==> config.mk <==
export PLATFORM = sky130hd
export DESIGN_NAME = jtframe_mr_top
export DESIGN_NICKNAME = d
export VERILOG_FILES = /design/src/jtframe_mr_pkg.sv /design/src/jtframe_mr_ddrld.sv /design/src/jtframe_mr_ddrmux.sv /design/src/jtframe_mr_dwnld.sv /design/src/jtframe_mr_fbwrite.sv /design/src/jtframe_mr_top.sv
export VERILOG_INCLUDE_DIRS = /design/src
export SDC_FILE = /design/constraint.sdc
export NUM_CORES = 1
export LEC_CHECK = 0
export ABC_CLOCK_PERIOD_IN_PS = 5350
export BUFFER_PORTS_ARGS = -buffer_cell sky130_fd_sc_hd__buf_2
export CAP_MARGIN = 25
export CORE_ASPECT_RATIO = 1.5
export CORE_MARGIN = 2
export CORE_UTILIZATION = 55
export CTS_CLUSTER_DIAMETER = 60
export CTS_CLUSTER_SIZE = 12
export DETAILED_ROUTE_END_ITERATION = 16
export GPL_TIMING_DRIVEN = 0
export PLACE_DENSITY = 0.72
export SYNTH_ARGS = -nofsm -noshare
export SYNTH_HDL_FRONTEND = slang
export SYNTH_HIERARCHICAL = 1
export SYNTH_SLANG_ARGS = --single-unit
==> constraint.sdc <==
create_clock -name clk_rom -period 5.35 [get_ports clk_rom]
set_clock_uncertainty 0.2 [all_clocks]
set_input_delay 1.07 -clock clk_rom [delete_from_list [all_inputs] [get_ports clk_rom]]
set_output_delay 1.07 -clock clk_rom [all_outputs]
set_load 0.02 [all_outputs]
==> src/jtframe_mr_consts.svh <==
/* DDR geometry of the fast loader and the frame writer
   JTFRAME_MR_BURST must be a power of two, at least 2 */
`ifndef JTFRAME_MR_CONSTS_SVH
`define JTFRAME_MR_CONSTS_SVH

// Words per loader burst
`define JTFRAME_MR_BURST 4

// HPS index that selects a load from DDR
`define JTFRAME_MR_FASTIDX 8'h80

// Word address of the first byte of load data
`define JTFRAME_MR_LOADBASE 29'h0100000

// Frame buffer start, one word per pixel pair
`define JTFRAME_MR_FBBASE 29'h0200000

// Byte at offset n of the load region
`define JTFRAME_MR_LDBYTE(n) (8'((n) ^ ((n) >> 8)))

`endif

==> src/jtframe_mr_pkg.sv <==
/* Types shared by the DDR side of the MiSTer wrapper
   Widths follow the fixed MiSTer DDR3 port */
package jtframe_mr_pkg;

    // DDR port, 64-bit words
    typedef logic [28:0] ddr_addr_t;
    typedef logic [63:0] ddr_data_t;
    typedef logic [ 7:0] ddr_be_t;
    typedef logic [ 7:0] burst_t;

    // Byte address of the download stream
    typedef logic [26:0] ioctl_addr_t;

    // 8 bits per colour
    typedef logic [23:0] pixel_t;

    typedef enum logic [1:0] {
        LD_IDLE,
        LD_REQUEST,
        LD_RECEIVE,
        LD_DRAIN
    } ddrld_state_t;

    typedef enum logic {
        FBW_IDLE,
        FBW_WRITE
    } fbw_state_t;

    typedef enum logic {
        OWN_LD,
        OWN_FB
    } owner_t;

endpackage

==> src/jtframe_mr_ddrld.sv <==
/* Reads JTFRAME_MR_BURST words per request from JTFRAME_MR_LOADBASE on
   The last burst may fetch past the length; those bytes are not written */
`include "jtframe_mr_consts.svh"

module jtframe_mr_ddrld(
    input                               clk_rom,
    input                               rst_n,
    input                               ddrld_start,
    input                        [31:0] ddrld_len,
    // DDR port through the arbiter
    input                               ld_ddr_busy,
    input  jtframe_mr_pkg::ddr_data_t   DDRAM_DOUT,
    input                               DDRAM_DOUT_READY,
    output                              ld_rd,
    output jtframe_mr_pkg::ddr_addr_t   ld_addr_ddr,
    output jtframe_mr_pkg::burst_t      ld_burstcnt,
    // Byte stream to the download block
    output                              ld_wr,
    output jtframe_mr_pkg::ioctl_addr_t ld_addr,
    output                       [ 7:0] ld_dout,
    output                              ld_busy
);

localparam int WW = $clog2(`JTFRAME_MR_BURST);
localparam int BW = WW + 3;

jtframe_mr_pkg::ddrld_state_t st;
jtframe_mr_pkg::ddr_data_t    word_buf[`JTFRAME_MR_BURST];
logic [31:0]                  len_l;
logic [31:0]                  pos;
logic [WW-1:0]                wcnt;
logic [BW-1:0]                bcnt;

assign ld_rd       = st == jtframe_mr_pkg::LD_REQUEST;
assign ld_wr       = st == jtframe_mr_pkg::LD_DRAIN;
assign ld_busy     = st != jtframe_mr_pkg::LD_IDLE;
assign ld_burstcnt = jtframe_mr_pkg::burst_t'(`JTFRAME_MR_BURST);
assign ld_addr     = pos[26:0];
// Least significant byte of each word goes out first
assign ld_dout     = word_buf[bcnt[BW-1:3]][{bcnt[2:0], 3'd0} +: 8];

always_ff @(posedge clk_rom) begin
    if (!rst_n) begin
        st          <= jtframe_mr_pkg::LD_IDLE;
        pos         <= 0;
        wcnt        <= 0;
        bcnt        <= 0;
        ld_addr_ddr <= `JTFRAME_MR_LOADBASE;
    end else begin
        case (st)
            jtframe_mr_pkg::LD_IDLE: begin
                if (ddrld_start) begin
                    pos         <= 0;
                    ld_addr_ddr <= `JTFRAME_MR_LOADBASE;
                    if (ddrld_len != 0) begin
                        st <= jtframe_mr_pkg::LD_REQUEST;
                    end
                end
            end
            jtframe_mr_pkg::LD_REQUEST: begin
                // Request stays up until the arbiter takes it
                if (!ld_ddr_busy) begin
                    wcnt <= 0;
                    st   <= jtframe_mr_pkg::LD_RECEIVE;
                end
            end
            jtframe_mr_pkg::LD_RECEIVE: begin
                if (DDRAM_DOUT_READY) begin
                    wcnt <= wcnt + 1'd1;
                    if (&wcnt) begin
                        bcnt <= 0;
                        st   <= jtframe_mr_pkg::LD_DRAIN;
                    end
                end
            end
            jtframe_mr_pkg::LD_DRAIN: begin
                pos  <= pos + 1;
                bcnt <= bcnt + 1'd1;
                if (pos + 1 == len_l) begin
                    st <= jtframe_mr_pkg::LD_IDLE;
                end else if (&bcnt) begin
                    ld_addr_ddr <= ld_addr_ddr + jtframe_mr_pkg::ddr_addr_t'(`JTFRAME_MR_BURST);
                    st          <= jtframe_mr_pkg::LD_REQUEST;
                end
            end
            default: st <= jtframe_mr_pkg::LD_IDLE;
        endcase
    end
end

always_ff @(posedge clk_rom) begin
    if (st == jtframe_mr_pkg::LD_IDLE && ddrld_start) begin
        len_l <= ddrld_len;
    end
    if (st == jtframe_mr_pkg::LD_RECEIVE && DDRAM_DOUT_READY) begin
        word_buf[wcnt] <= DDRAM_DOUT;
    end
end

endmodule

==> src/jtframe_mr_ddrmux.sv <==
/* Only the loader reads, so all returned data belongs to it
   The port changes hands only with no request and no read in flight */
module jtframe_mr_ddrmux(
    input                               clk_rom,
    input                               rst_n,
    input                               downloading,
    // Fast loader
    input                               ld_rd,
    input  jtframe_mr_pkg::ddr_addr_t   ld_addr_ddr,
    input  jtframe_mr_pkg::burst_t      ld_burstcnt,
    // Frame writer
    input                               fb_we,
    input  jtframe_mr_pkg::ddr_addr_t   fb_addr,
    input  jtframe_mr_pkg::ddr_data_t   fb_din,
    input  jtframe_mr_pkg::ddr_be_t     fb_be,
    input                               DDRAM_BUSY,
    input                               DDRAM_DOUT_READY,
    output                              ld_ddr_busy,
    output                              fb_ddr_busy,
    output                              DDRAM_RD,
    output                              DDRAM_WE,
    output jtframe_mr_pkg::ddr_addr_t   DDRAM_ADDR,
    output jtframe_mr_pkg::burst_t      DDRAM_BURSTCNT,
    output jtframe_mr_pkg::ddr_be_t     DDRAM_BE,
    output jtframe_mr_pkg::ddr_data_t   DDRAM_DIN
);

jtframe_mr_pkg::owner_t owner;
jtframe_mr_pkg::owner_t next_owner;
logic                   ld_own;
logic                   idle;
logic [8:0]             rd_pend;

assign ld_own         = owner == jtframe_mr_pkg::OWN_LD;
assign DDRAM_RD       = ld_own & ld_rd;
assign DDRAM_WE       = ~ld_own & fb_we;
assign DDRAM_ADDR     = ld_own ? ld_addr_ddr : fb_addr;
assign DDRAM_BURSTCNT = ld_own ? ld_burstcnt : 8'd1;
assign DDRAM_BE       = ld_own ? 8'hff : fb_be;
assign DDRAM_DIN      = ld_own ? 64'd0 : fb_din;
// A master without the port sees a busy slave
assign ld_ddr_busy    = ~ld_own | DDRAM_BUSY;
assign fb_ddr_busy    = ld_own | DDRAM_BUSY;
assign idle           = ~DDRAM_RD & ~DDRAM_WE & rd_pend == 0;

always_comb begin
    next_owner = owner;
    if (downloading && ld_rd) begin
        next_owner = jtframe_mr_pkg::OWN_LD;
    end else if (fb_we) begin
        next_owner = jtframe_mr_pkg::OWN_FB;
    end else if (ld_rd) begin
        next_owner = jtframe_mr_pkg::OWN_LD;
    end
end

always_ff @(posedge clk_rom) begin
    if (!rst_n) begin
        owner   <= jtframe_mr_pkg::OWN_LD;
        rd_pend <= 0;
    end else begin
        if (idle) begin
            owner <= next_owner;
        end
        // Words still to come back from accepted reads
        if (DDRAM_RD && !DDRAM_BUSY) begin
            rd_pend <= rd_pend + 9'(DDRAM_BURSTCNT) - 9'(DDRAM_DOUT_READY);
        end else if (DDRAM_DOUT_READY) begin
            rd_pend <= rd_pend - 9'd1;
        end
    end
end

endmodule

==> src/jtframe_mr_dwnld.sv <==
/* A fast load sends only a 4-byte little endian length over the HPS
   The data itself comes from DDR once hps_download falls */
`include "jtframe_mr_consts.svh"

module jtframe_mr_dwnld(
    input                               clk_rom,
    input                               rst_n,
    input                               hps_download,
    input                        [ 7:0] hps_index,
    input                               hps_wr,
    input  jtframe_mr_pkg::ioctl_addr_t hps_addr,
    input                        [ 7:0] hps_dout,
    // Bytes read back by the DDR loader
    input                               ld_wr,
    input  jtframe_mr_pkg::ioctl_addr_t ld_addr,
    input                        [ 7:0] ld_dout,
    input                               ld_busy,
    output                              hps_wait,
    output logic                        ioctl_rom_wr,
    output jtframe_mr_pkg::ioctl_addr_t ioctl_addr,
    output logic                 [ 7:0] ioctl_dout,
    output logic                        downloading,
    output                              ddrld_start,
    output logic                 [31:0] ddrld_len
);

logic fast;
logic fast_l;
logic dl_l;

assign fast        = hps_index == `JTFRAME_MR_FASTIDX;
// End of a fast-load header
assign ddrld_start = dl_l & ~hps_download & fast_l;
// HPS holds off while the loader owns the ioctl bus
assign hps_wait    = ld_busy;

always_ff @(posedge clk_rom) begin
    if (!rst_n) begin
        dl_l         <= 0;
        fast_l       <= 0;
        ioctl_rom_wr <= 0;
        downloading  <= 0;
    end else begin
        dl_l <= hps_download;
        if (hps_download) begin
            fast_l <= fast;
        end
        ioctl_rom_wr <= (hps_wr & ~fast) | ld_wr;
        // Covers the gap until the loader reports busy
        downloading  <= hps_download | ddrld_start | ld_busy;
    end
end

always_ff @(posedge clk_rom) begin
    if (ld_wr) begin
        ioctl_addr <= ld_addr;
        ioctl_dout <= ld_dout;
    end else if (hps_wr) begin
        ioctl_addr <= hps_addr;
        ioctl_dout <= hps_dout;
    end
    if (hps_download && !dl_l) begin
        ddrld_len <= 0;
    end else if (hps_wr && fast && hps_addr < 4) begin
        ddrld_len[{hps_addr[1:0], 3'd0} +: 8] <= hps_dout;
    end
end

endmodule

==> src/jtframe_mr_fbwrite.sv <==
/* Two pixels per DDR word, first pixel in the low 32-bit lane
   Pixels arriving with the FIFO full are dropped */
`include "jtframe_mr_consts.svh"

module jtframe_mr_fbwrite(
    input                               clk_rom,
    input                               rst_n,
    input                               scan2x_cen,
    input                               scan2x_de,
    input                               scan2x_vs,
    input  jtframe_mr_pkg::pixel_t      scan2x_pxl,
    input                               fb_ddr_busy,
    output                              fb_we,
    output jtframe_mr_pkg::ddr_addr_t   fb_addr,
    output jtframe_mr_pkg::ddr_data_t   fb_din,
    output jtframe_mr_pkg::ddr_be_t     fb_be
);

jtframe_mr_pkg::fbw_state_t st;
jtframe_mr_pkg::pixel_t     fifo_mem[4];
jtframe_mr_pkg::ddr_addr_t  next_addr;
logic [2:0]                 wr_ptr;
logic [2:0]                 rd_ptr;
logic [2:0]                 fill;
logic                       vs_l;
logic                       vs_rise;
logic                       push;
logic                       launch;

// Pointers carry one extra bit so that full and empty differ
assign fill    = wr_ptr - rd_ptr;
assign vs_rise = scan2x_vs & ~vs_l;
assign push    = scan2x_cen & scan2x_de & ~fill[2];
// No new word in the cycle the frame restarts
assign launch  = st == jtframe_mr_pkg::FBW_IDLE && fill >= 3'd2 && !vs_rise;
assign fb_we   = st == jtframe_mr_pkg::FBW_WRITE;
assign fb_be   = '1;

always_ff @(posedge clk_rom) begin
    if (!rst_n) begin
        st        <= jtframe_mr_pkg::FBW_IDLE;
        wr_ptr    <= 0;
        rd_ptr    <= 0;
        vs_l      <= 0;
        next_addr <= `JTFRAME_MR_FBBASE;
    end else begin
        vs_l <= scan2x_vs;
        if (push) begin
            wr_ptr <= wr_ptr + 3'd1;
        end
        // New frame drops a half-filled pair
        if (vs_rise) begin
            rd_ptr    <= wr_ptr;
            next_addr <= `JTFRAME_MR_FBBASE;
        end else if (launch) begin
            rd_ptr    <= rd_ptr + 3'd2;
            next_addr <= next_addr + 1'd1;
        end
        case (st)
            jtframe_mr_pkg::FBW_IDLE: begin
                if (launch) begin
                    st <= jtframe_mr_pkg::FBW_WRITE;
                end
            end
            jtframe_mr_pkg::FBW_WRITE: begin
                if (!fb_ddr_busy) begin
                    st <= jtframe_mr_pkg::FBW_IDLE;
                end
            end
            default: st <= jtframe_mr_pkg::FBW_IDLE;
        endcase
    end
end

always_ff @(posedge clk_rom) begin
    if (push) begin
        fifo_mem[wr_ptr[1:0]] <= scan2x_pxl;
    end
    if (launch) begin
        fb_addr <= next_addr;
        fb_din  <= {8'd0, fifo_mem[rd_ptr[1:0] + 2'd1], 8'd0, fifo_mem[rd_ptr[1:0]]};
    end
end

endmodule

==> src/jtframe_mr_top.sv <==
/* DDR side of the MiSTer wrapper, all on clk_rom
   Loader and frame writer share one DDR port */
module jtframe_mr_top(
    input                               clk_rom,
    input                               rst_n,
    // HPS byte stream
    input                               hps_download,
    input                        [ 7:0] hps_index,
    input                               hps_wr,
    input  jtframe_mr_pkg::ioctl_addr_t hps_addr,
    input                        [ 7:0] hps_dout,
    output                              hps_wait,
    // ROM programming
    output                              ioctl_rom_wr,
    output jtframe_mr_pkg::ioctl_addr_t ioctl_addr,
    output                       [ 7:0] ioctl_dout,
    output                              downloading,
    // Scan doubler pixels
    input                               scan2x_cen,
    input                               scan2x_de,
    input                               scan2x_vs,
    input  jtframe_mr_pkg::pixel_t      scan2x_pxl,
    // DDR3
    input                               DDRAM_BUSY,
    input  jtframe_mr_pkg::ddr_data_t   DDRAM_DOUT,
    input                               DDRAM_DOUT_READY,
    output                              DDRAM_RD,
    output                              DDRAM_WE,
    output jtframe_mr_pkg::ddr_addr_t   DDRAM_ADDR,
    output jtframe_mr_pkg::burst_t      DDRAM_BURSTCNT,
    output jtframe_mr_pkg::ddr_be_t     DDRAM_BE,
    output jtframe_mr_pkg::ddr_data_t   DDRAM_DIN
);

logic                        ddrld_start;
logic                 [31:0] ddrld_len;
logic                        ld_wr;
logic                        ld_busy;
jtframe_mr_pkg::ioctl_addr_t ld_addr;
logic                 [ 7:0] ld_dout;
logic                        ld_rd;
logic                        ld_ddr_busy;
jtframe_mr_pkg::ddr_addr_t   ld_addr_ddr;
jtframe_mr_pkg::burst_t      ld_burstcnt;
logic                        fb_we;
logic                        fb_ddr_busy;
jtframe_mr_pkg::ddr_addr_t   fb_addr;
jtframe_mr_pkg::ddr_data_t   fb_din;
jtframe_mr_pkg::ddr_be_t     fb_be;

jtframe_mr_dwnld u_dwnld(
    .clk_rom        ( clk_rom         ),
    .rst_n          ( rst_n           ),
    .hps_download   ( hps_download    ),
    .hps_index      ( hps_index       ),
    .hps_wr         ( hps_wr          ),
    .hps_addr       ( hps_addr        ),
    .hps_dout       ( hps_dout        ),
    .ld_wr          ( ld_wr           ),
    .ld_addr        ( ld_addr         ),
    .ld_dout        ( ld_dout         ),
    .ld_busy        ( ld_busy         ),
    .hps_wait       ( hps_wait        ),
    .ioctl_rom_wr   ( ioctl_rom_wr    ),
    .ioctl_addr     ( ioctl_addr      ),
    .ioctl_dout     ( ioctl_dout      ),
    .downloading    ( downloading     ),
    .ddrld_start    ( ddrld_start     ),
    .ddrld_len      ( ddrld_len       )
);

jtframe_mr_ddrld u_ddrld(
    .clk_rom        ( clk_rom         ),
    .rst_n          ( rst_n           ),
    .ddrld_start    ( ddrld_start     ),
    .ddrld_len      ( ddrld_len       ),
    .ld_ddr_busy    ( ld_ddr_busy     ),
    .DDRAM_DOUT     ( DDRAM_DOUT      ),
    .DDRAM_DOUT_READY( DDRAM_DOUT_READY ),
    .ld_rd          ( ld_rd           ),
    .ld_addr_ddr    ( ld_addr_ddr     ),
    .ld_burstcnt    ( ld_burstcnt     ),
    .ld_wr          ( ld_wr           ),
    .ld_addr        ( ld_addr         ),
    .ld_dout        ( ld_dout         ),
    .ld_busy        ( ld_busy         )
);

jtframe_mr_fbwrite u_fbwrite(
    .clk_rom        ( clk_rom         ),
    .rst_n          ( rst_n           ),
    .scan2x_cen     ( scan2x_cen      ),
    .scan2x_de      ( scan2x_de       ),
    .scan2x_vs      ( scan2x_vs       ),
    .scan2x_pxl     ( scan2x_pxl      ),
    .fb_ddr_busy    ( fb_ddr_busy     ),
    .fb_we          ( fb_we           ),
    .fb_addr        ( fb_addr         ),
    .fb_din         ( fb_din          ),
    .fb_be          ( fb_be           )
);

jtframe_mr_ddrmux u_ddrmux(
    .clk_rom        ( clk_rom         ),
    .rst_n          ( rst_n           ),
    .downloading    ( downloading     ),
    .ld_rd          ( ld_rd           ),
    .ld_addr_ddr    ( ld_addr_ddr     ),
    .ld_burstcnt    ( ld_burstcnt     ),
    .fb_we          ( fb_we           ),
    .fb_addr        ( fb_addr         ),
    .fb_din         ( fb_din          ),
    .fb_be          ( fb_be           ),
    .DDRAM_BUSY     ( DDRAM_BUSY      ),
    .DDRAM_DOUT_READY( DDRAM_DOUT_READY ),
    .ld_ddr_busy    ( ld_ddr_busy     ),
    .fb_ddr_busy    ( fb_ddr_busy     ),
    .DDRAM_RD       ( DDRAM_RD        ),
    .DDRAM_WE       ( DDRAM_WE        ),
    .DDRAM_ADDR     ( DDRAM_ADDR      ),
    .DDRAM_BURSTCNT ( DDRAM_BURSTCNT  ),
    .DDRAM_BE       ( DDRAM_BE        ),
    .DDRAM_DIN      ( DDRAM_DIN       )
);

endmodule

# Word level (Yosys, flattened, before mapping)
# Memories as Yosys holds them, arrays and structs flattened. A register that Yosys moved wholly into a read port is not among the register bits.
# Cells that the tools add are included.
# Widths: inputs -> output; s select.
[classes]
addsub = 13
order_cmp = 2
eq_ne = 13
n_shift = 3
muxes = 44
bitwise = 24
reduce_logical = 32
[ops]
columns = ["operator", "count"]
rows = [
  ["$mux 29", 4],
  ["$pmux 32 s2", 1],
  ["$shiftx 64x7->8", 1],
  ["$pmux 29 s2", 1],
  ["$mux 56", 1],
  ["$mux 27", 2],
  ["$add 32x1->32 const B", 1],
  ["$bwmux 32", 1],
  ["$eq 32x32->1", 1],
  ["$mux 32", 1],
  ["$reduce_bool 32->1", 1],
  ["$shift 8x7->32 const A", 1],
  ["$shiftx 8x7->32", 1],
  ["$add 29x1->29 const B", 1],
  ["$add 29x3->29 const B", 1],
  ["$lt 27x3->1 const B", 1],
  ["$mux 2", 11],
  ["$mux 9", 2],
  ["$mux 8", 2],
  ["$reduce_bool 2->1", 7],
  ["$and 1x1->1", 10],
  ["$mux 5", 2],
  ["$pmux 5 s2", 1],
  ["$add 9x8->9", 1],
  ["33 further kinds", 75],
]
[totals]
regBits = 249
ramBits = 352
output_inout_bits = 149
wordCells = 154
memories = 2
[memory_table]
columns = ["name", "depth", "width", "read_ports", "rd_clocked_by_memory_dff", "wr", "line_no", "text"]
rows = [
  ["u_ddrld.word_buf", 4, 64, 1, 1, 1, "jtframe_mr_ddrld.sv:28", "jtframe_mr_pkg::ddr_data_t word_buf[`JTFRAME_MR_BURST];"],
  ["u_fbwrite.fifo_mem", 4, 24, 2, 2, 1, "jtframe_mr_fbwrite.sv:20", "jtframe_mr_pkg::pixel_t fifo_mem[4];"],
]

# Depth between registers and ports, before layout
# Gate-level depths: netlist (run 1).
[depth]
depth_word = 6
mapped_depth = 13

# Cells and area by module
# Netlist (run 1), hierarchy kept.
[modules_own_cells]
columns = ["mod", "n_inst", "cells_per_inst", "area_each_um2", "seq_area_each_um2"]
rows = [
  ["jtframe_mr_ddrld", 1, 1062, 15752.6, 10049.6],
  ["jtframe_mr_fbwrite", 1, 496, 8536.9, 5935.7],
  ["jtframe_mr_dwnld", 1, 257, 3211.8, 1771.7],
  ["jtframe_mr_ddrmux", 1, 272, 1996.9, 200.2],
]

# Worst setup path after synthesis (run 1)
# OpenSTA, ideal clock, no wires.
[synth_timing]
kind = "register to register"
start = "register u_ddrld.pos[0]"
end = "register u_ddrld.ld_addr_ddr[3]"
setup_ns = 0.070
arrival_time_ns = 3.623
slack_ns = 1.457
path_stages_with_launch = 13
path_buffers = 2
cell_sequence = "dfxtp_1 -> ha_1 -> clkbuf_1 -> nand3_1 -> or2_2 -> nor4_1 -> xnor2_1 -> nand4_1 -> or4_4 -> a2111oi_4 -> buf_6 -> mux2_1 -> a21oi_1"
[synth_between]
elab_chain_cells = 4
[synth_lines]
columns = ["element", "line_no", "text"]
rows = [
  ["start, declared", "jtframe_mr_ddrld.sv:30", "logic [31:0] pos;"],
  ["start signal, assigned", "jtframe_mr_ddrld.sv:77", "pos <= pos + 1;"],
  ["$add 32x1->32", "jtframe_mr_ddrld.sv:79", "if (pos + 1 == len_l) begin"],
  ["$eq 32x32->1", "jtframe_mr_ddrld.sv:79", ""],
  ["$ne 2x2->1 (no line)", "--", ""],
  ["$reduce_and 4->1 (no line)", "--", ""],
  ["end signal, assigned", "jtframe_mr_ddrld.sv:48", "ld_addr_ddr <= `JTFRAME_MR_LOADBASE;"],
  ["end signal, assigned", "jtframe_mr_ddrld.sv:54", "ld_addr_ddr <= `JTFRAME_MR_LOADBASE;"],
  ["end signal, assigned", "jtframe_mr_ddrld.sv:82", "ld_addr_ddr <= ld_addr_ddr + jtframe_mr_pkg::ddr_addr_t'(`JTFRAME_MR_BURST);"],
  ["end, declared", "jtframe_mr_ddrld.sv:15", "output jtframe_mr_pkg::ddr_addr_t ld_addr_ddr,"],
]
# Every way passes these cells.
# A chain may end at the register's enable or synchronous reset.

# Final worst setup path (run 1)
# Ends and elaborated chain as after synthesis.

==> flow_summary.ini, run 1 <==
[run_status]
status = finished clean

[detailed_routing]
drt_wl_total_mm = 73.73
wl_per_cell_um = 23.11
first_pass_iters = 6
drtIter0Drc = 1537
vias_per_cell = 5.984
postRouteAntennaNets = 0
num_vias = 19090
drcViolationCount = 0

[global_route]
grt_pass1_vias = 19260
grt_max_degree = 57
grt.total_usage_pct = 26.46
antenna_found_initial = 12
grt_pass1_wl_mm = 111.2
overflow = 0

[final_layout]
finalNetCount = 2639
fillerInstances = 4047
seq_area_sq_um = 17960
drive_gt1_share_pct = 27.03
final_area_sq_um = 33970
multi_input_area_sq_um = 10520
synthToLayoutAreaGrowth_pct = 15.17

[clocking]
ctsHtreeMaxLevel = 2
cts.path.max_buffers = 3
cts_buffers = 61
path_clk_slew_ps = 60
holdBufCountCts = 0
cts_setup_buffers = 0
cts_tree = yes
root_buffer = clkbuf_16
clkLatencyLatePin_ps = 650
cts_resized = 0
clock_sinks = 649

[yosys]
synthesis.instances = 2087
synth_cell_types = 87
ys_seq_area_share_pct = 60.88
synth.avg_cell_area_sq_um = 14.13
synth-seq-cells = 649
async_flop_share_pct = 0
yosysWarningCount = 6
ys.flop_type = edfxtp_1
synth.cell_area_sq_um = 29500
synth_edf_count = 496

[timing]
max_freq_mhz = 200.9
setup-violations-final = 0
max_slew_margin_pct = 29.02
rsz0062_at_grt = no
timing.final.max_slew_violations = 0
hold_viol = 0
timing.final.ws_setup_ps = 372.4
fin_crit_sh_pct = 93.04
worstMarginPinSlew_ps = 1062
post-route-min-period_ps = 4978

[setup_path]
endpoint_kind = flip-flop
critPathMaxFanout = 10
cp.arrival_ps = 5310
required_ps = 5680
path_class = flip-flop to flip-flop
cp-start-kind = flip-flop
r2r_cells = 12

[pwr]
comb_power_share_pct = 14.3
cellPowerDensity_nw_per_um2 = 334.8
p_leak_nw = 11.91
clkPwrFrac_pct = 35.3
power.share.switching_pct = 25.47
switchingPower_mw = 2.897
sequentialPowerShare_pct = 50.5
ir_drop_uv = 356.3
intPower_mw = 8.476

[hold_path]
min_path_type = flip-flop to flip-flop
holdPathStages = 0

[floorplan]
initial_core_util_pct = 55.29
io_pins = 289
die_h_um = 287.6
die_w_um = 193.1
dieArea_sq_um = 55540
core_sq_um = 53350
num_rows = 104

[run]
maxCapViolations = 0

[placed_design]
pre_cts_slack_ps = 424.9
dpl.hpwl_mm = 52.30
placed_cell_area_sq_um = 32050
port-buffer-count = 258
gp_congestion = 0.9157
flip-flops by register name, summed over array words and instances (netlist names), 29 cells and up, named ones only:
register             cells
u_ddrld/pos             32
u_fbwrite/fifo_mem      96
u_dwnld/ddrld_len       32
u_ddrld/word_buf       256
u_fbwrite/fb_addr       29
u_fbwrite/next_addr     29
u_ddrld/len_l           32
u_fbwrite/fb_din        48
worst max-delay path, cell delays in order, from the launching register on:
cell       delay, ps
dfxtp_1          520
ha_1             200
clkbuf_1         260
nand3_1          280
or2_2            460
nor4_1           710
xnor2_1          210
nand4_1          140
or4_4            590
a2111oi_4        590
buf_6            240
mux2_1           330
a21oi_1          120
cell type report:
type / count / share of cell area [%]
repair buffers: 277 / 4.920
flip-flops and latches: 649 / 52.86
clock inverters: 6 / 0.3094
well taps: 689 / 2.537
diodes: 4 / 0.02946
inverters: 62 / 0.6924
plain buffers: 166 / 2.707
multi-input cells: 1240 / 30.97
clock buffers: 97 / 4.979
per-stage QoR:
stage               instances  hold WS (ps)  utilization, %  power, mW  TNS (ps)
CTS                      3177         253.1           63.45      11.45         0
floorplan                2117         221.4               -      6.910         0
finish                   3190         256.7           63.68      11.37         0
detailed placement       3074         239.1           60.08      7.453         0
global placement         3064         232.8           59.54      7.393    -275.1
global route             3190         276.8           63.68      11.78         0
worst paths after layout:
check | from | end | slack (ps)
setup reg to reg | u_ddrld/pos[0]$_SDFFE_PN0P_ | u_ddrld/ld_addr_ddr[3]$_SDFFE_PN0P_ | 370
hold / removal | u_dwnld/ddrld_len[11]$_SDFFE_PP0P_ | u_ddrld/len_l[11]$_DFFE_PP_ | 260
setup / recovery | u_ddrld/pos[0]$_SDFFE_PN0P_ | u_ddrld/ld_addr_ddr[3]$_SDFFE_PN0P_ | 370
hold reg to reg | u_dwnld/ddrld_len[11]$_SDFFE_PP0P_ | u_ddrld/len_l[11]$_DFFE_PP_ | 260
placed cells by master, fill, tap and decap left out, types with 13 or more instances in the layout:
cell type    n
edfxtp_1   496
buf_2      267
dfxtp_1    153
nand2_1    141
mux4_2     128
clkbuf_1   107
a21oi_1     86
and2_1      82
mux2_2      71
nand3_1     71
nor2_1      66
buf_4       64
clkbuf_16   61
inv_1       60
mux2i_1     52
o21ai_0     49
ha_1        40
nor4_1      35
xnor2_1     34
conb_1      34
or3_1       32
nand4_1     31
nand2b_1    28
or4_1       26
xor2_1      26
nor3_1      22
o31ai_1     21
and3_1      18
buf_1       13
power groups by stage:
stage | registers, mW | logic [mW] | clock network, mW
2_1_floorplan | 5.83 | 1.08 | 0
3_3_place_gp | 5.85 | 1.54 | 0
3_5_place_dp | 5.84 | 1.61 | 0
4_1_cts | 5.74 | 1.62 | 4.10
5_1_grt | 5.75 | 1.76 | 4.27
6_report | 5.74 | 1.62 | 4.01
routing by layer:
layer / up-vias / track usage (%) / part of all wire (%)
li1: 8658 / - / -
met1: 9557 / 31.84 / 37
met2: 699 / 47.21 / 53
met3: 160 / 4.255 / 5.7
met4: 14 / 10.45 / 3.9
met5: - / 0 / 0.11
synth_stat cells, types with 9 or more instances:
master,n,area [sq um]
buf_1,13,48.80
mux2i_1,52,520.5
and4_1,9,78.83
xnor2_1,34,297.8
o31ai_1,21,157.7
and2_1,82,513.0
nor2_1,66,247.7
ha_1,40,500.5
nor4_4,9,191.4
dfxtp_1,153,3063
a21oi_1,86,430.4
nor4_1,35,219.0
buf_4,64,480.5
nand2_1,141,529.3
buf_2,9,45.04
or3_1,32,200.2
clkbuf_1,74,277.8
mux2_2,71,799.5
nor3_1,22,110.1
inv_1,61,229.0
nand2b_1,28,175.2
o21ai_1,11,55.05
nand4_1,31,193.9
edfxtp_1,496,14890
o21ai_0,49,245.2
or4_1,26,195.2
mux4_2,128,2883
nand3_1,71,355.3
and3_1,22,137.6
xor2_1,26,227.7
kinds of logic after synthesis:
| kind of cell | count (synthesis) | share of synthesized area, % |
|---|---|---|
| DFF | 649 | 60.88 |
| and+or+nand+nor | 616 | 12.00 |
| muxes | 252 | 14.29 |
| AOI/OAI and AO/OA | 234 | 5.090 |
| buffers and inverters | 228 | 3.906 |
| xor gates and xnor gates | 62 | 1.955 |
| adders and majority gates | 42 | 1.832 |
| other | 4 | 0.05088 |
Note: power is estimated with default switching activity, not from simulation.
==> inputs of run 2 (changes only) <==
Settings changed: CORE_MARGIN 2 to 4.
==> run 2 against run 1 <==
Compared with the run above: design area about the same; non-clock buffer count shrank 1; combinational power hardly changed; via count down 1.1%; cell count up 0.31%; die area rose by 3.5%; sequential power is essentially flat; setup slack gained 210 ps; hold slack got worse by 7.7 ps.
==> flow_summary.ini, run 2 (synthesis results as in run 1) <==
[setup_path]
path_cells = ha_1 -> clkbuf_1 -> nand3_1 -> or2_2 -> nor4_1 -> xnor2_1 -> nand4_1 -> or4_4 -> a2111oi_4 -> buf_6 -> mux2_1 -> a21oi_1
critPathMaxFanout = 10
path_class = flip-flop to flip-flop
cp-start-kind = flip-flop
cp.arrival_ps = 5100
timing.rr.start = u_ddrld/pos[0]$_SDFFE_PN0P_
crit_family = simple AND/OR/NAND/NOR gates
slowest_stage = a2111oi_4
endpoint_kind = flip-flop
cp-startpoint = u_ddrld/pos[0]$_SDFFE_PN0P_
cpPeakStageDelay_ps = 670
worst-path-buf-inv = 2
required_ps = 5680

[floorplan]
die_w_um = 197.1
core_sq_um = 52840
initial_core_util_pct = 55.83
dieArea_sq_um = 57480
io_pins = 289
die_h_um = 291.6
num_rows = 103

[clocking]
clkLatencyLatePin_ps = 630
clock_sinks = 649
root_buffer = clkbuf_16
path_clk_slew_ps = 60
cts_resized = 0
cts_setup_buffers = 0
ctsHtreeMaxLevel = 2
cts_tree = yes
cts_buffers = 61
cts.path.max_buffers = 3
holdBufCountCts = 0

[pwr]
power_mw = 11.37
cellPowerDensity_nw_per_um2 = 334.4
ir_drop_uv = 371.4
p_leak_nw = 11.90

[global_route]
antenna_found_initial = 13
grt_max_degree = 50
grt.total_usage_pct = 25.20
grt_pass1_wl_mm = 112.6
overflow = 0
grt_pass1_vias = 19200

[placed_design]
dpl.cell_count = 3067
port-buffer-count = 258
placed_cell_area_sq_um = 32050
gp_congestion = 0.9165
dpl.hpwl_mm = 52.48

[final_layout]
finalNetCount = 2638
largest_register_ffs = 256
layout_common_cells = edfxtp_1, buf_2, dfxtp_1, nand2_1, mux4_2
regMostFlops = u_ddrld/word_buf
drive_gt1_share_pct = 26.77
final_area_sq_um = 33990
layout_commonest_cell = edfxtp_1
final_cells = 3200
synthToLayoutAreaGrowth_pct = 15.24

[hold_path]
hp-start = u_dwnld/ddrld_len[17]$_SDFFE_PP0P_
min_path_type = flip-flop to flip-flop

[detailed_routing]
vias_per_cell = 5.899
num_vias = 18880
drt_wl_total_mm = 73.58
postRouteAntennaNets = 0
first_pass_iters = 8
wl_per_cell_um = 22.99
drcViolationCount = 0
drtIter0Drc = 1436

[timing]
rsz0062_at_grt = no
max_freq_mhz = 209.6
setup-violations-final = 0
worstMarginPinSlew_ps = 1031
hold_viol = 0
max_slew_margin_pct = 31.08
fin_crit_sh_pct = 89.16
hold_slack_ps = 249.1
post-route-min-period_ps = 4770
timing.final.max_slew_violations = 0

[run_status]
status = finished clean

[run]
maxCapViolations = 0
run 2: per-stage QoR:
| step | setup TNS, ps | utilization [%] | setup slack [ps] |
|---|---|---|---|
| 4_1_cts | 0 | 64.09 | 586.0 |
| 2_1_floorplan | 0 | - | 1457 |
| 5_1_grt | 0 | 64.31 | 362.4 |
| 6_report | 0 | 64.34 | 579.8 |
| 3_5_place_dp | 0 | 60.66 | 652.2 |
| 3_3_place_gp | -593.5 | 60.10 | -108.6 |
run 2: where the power goes:
part           leakage, nW  internal [mW]  switching [mW]  total, mW
clock                0.858           2.20            1.81       4.01
sequential            5.85           5.65          0.0835       5.73
combinational         5.20          0.615            1.00       1.62
run 2: final timing paths:
check	end	slack, ps	cells after the start
min	u_ddrld/len_l[17]$_DFFE_PP_	250	0
max reg2reg	u_ddrld/ld_addr_ddr[3]$_SDFFE_PN0P_	580	12
max	u_ddrld/ld_addr_ddr[3]$_SDFFE_PN0P_	580	12
min reg2reg	u_ddrld/len_l[17]$_DFFE_PP_	250	0
run 2: metal layers:
layer  track usage (%)  part of all wire (%)  vias to the layer above
li1                  -                     -                     8669
met1             29.65                    37                     9370
met2             46.07                    54                      668
met3             4.040                   5.5                      164
met4             9.712                   4.0                        6
met5                 0                 0.048                        -
run 2: final cells by class:
type,instances,area (sq um)
flip-flops and latches,649,17960
plain buffers,166,919.6
repair buffers,276,1668
inverters,62,235.2
clock inverters,6,108.9
multi-input cells,1240,10520
fillers,3941,18840
clock buffers,108,1703
diodes,11,27.53
well taps,682,853.3
run 2: worst register-to-register path: stages, from the launching register on:
cell,delay [ps]
dfxtp_1,520
ha_1,200
clkbuf_1,260
nand3_1,280
or2_2,460
nor4_1,490
xnor2_1,200
nand4_1,120
or4_4,570
a2111oi_4,670
buf_6,250
mux2_1,330
a21oi_1,120
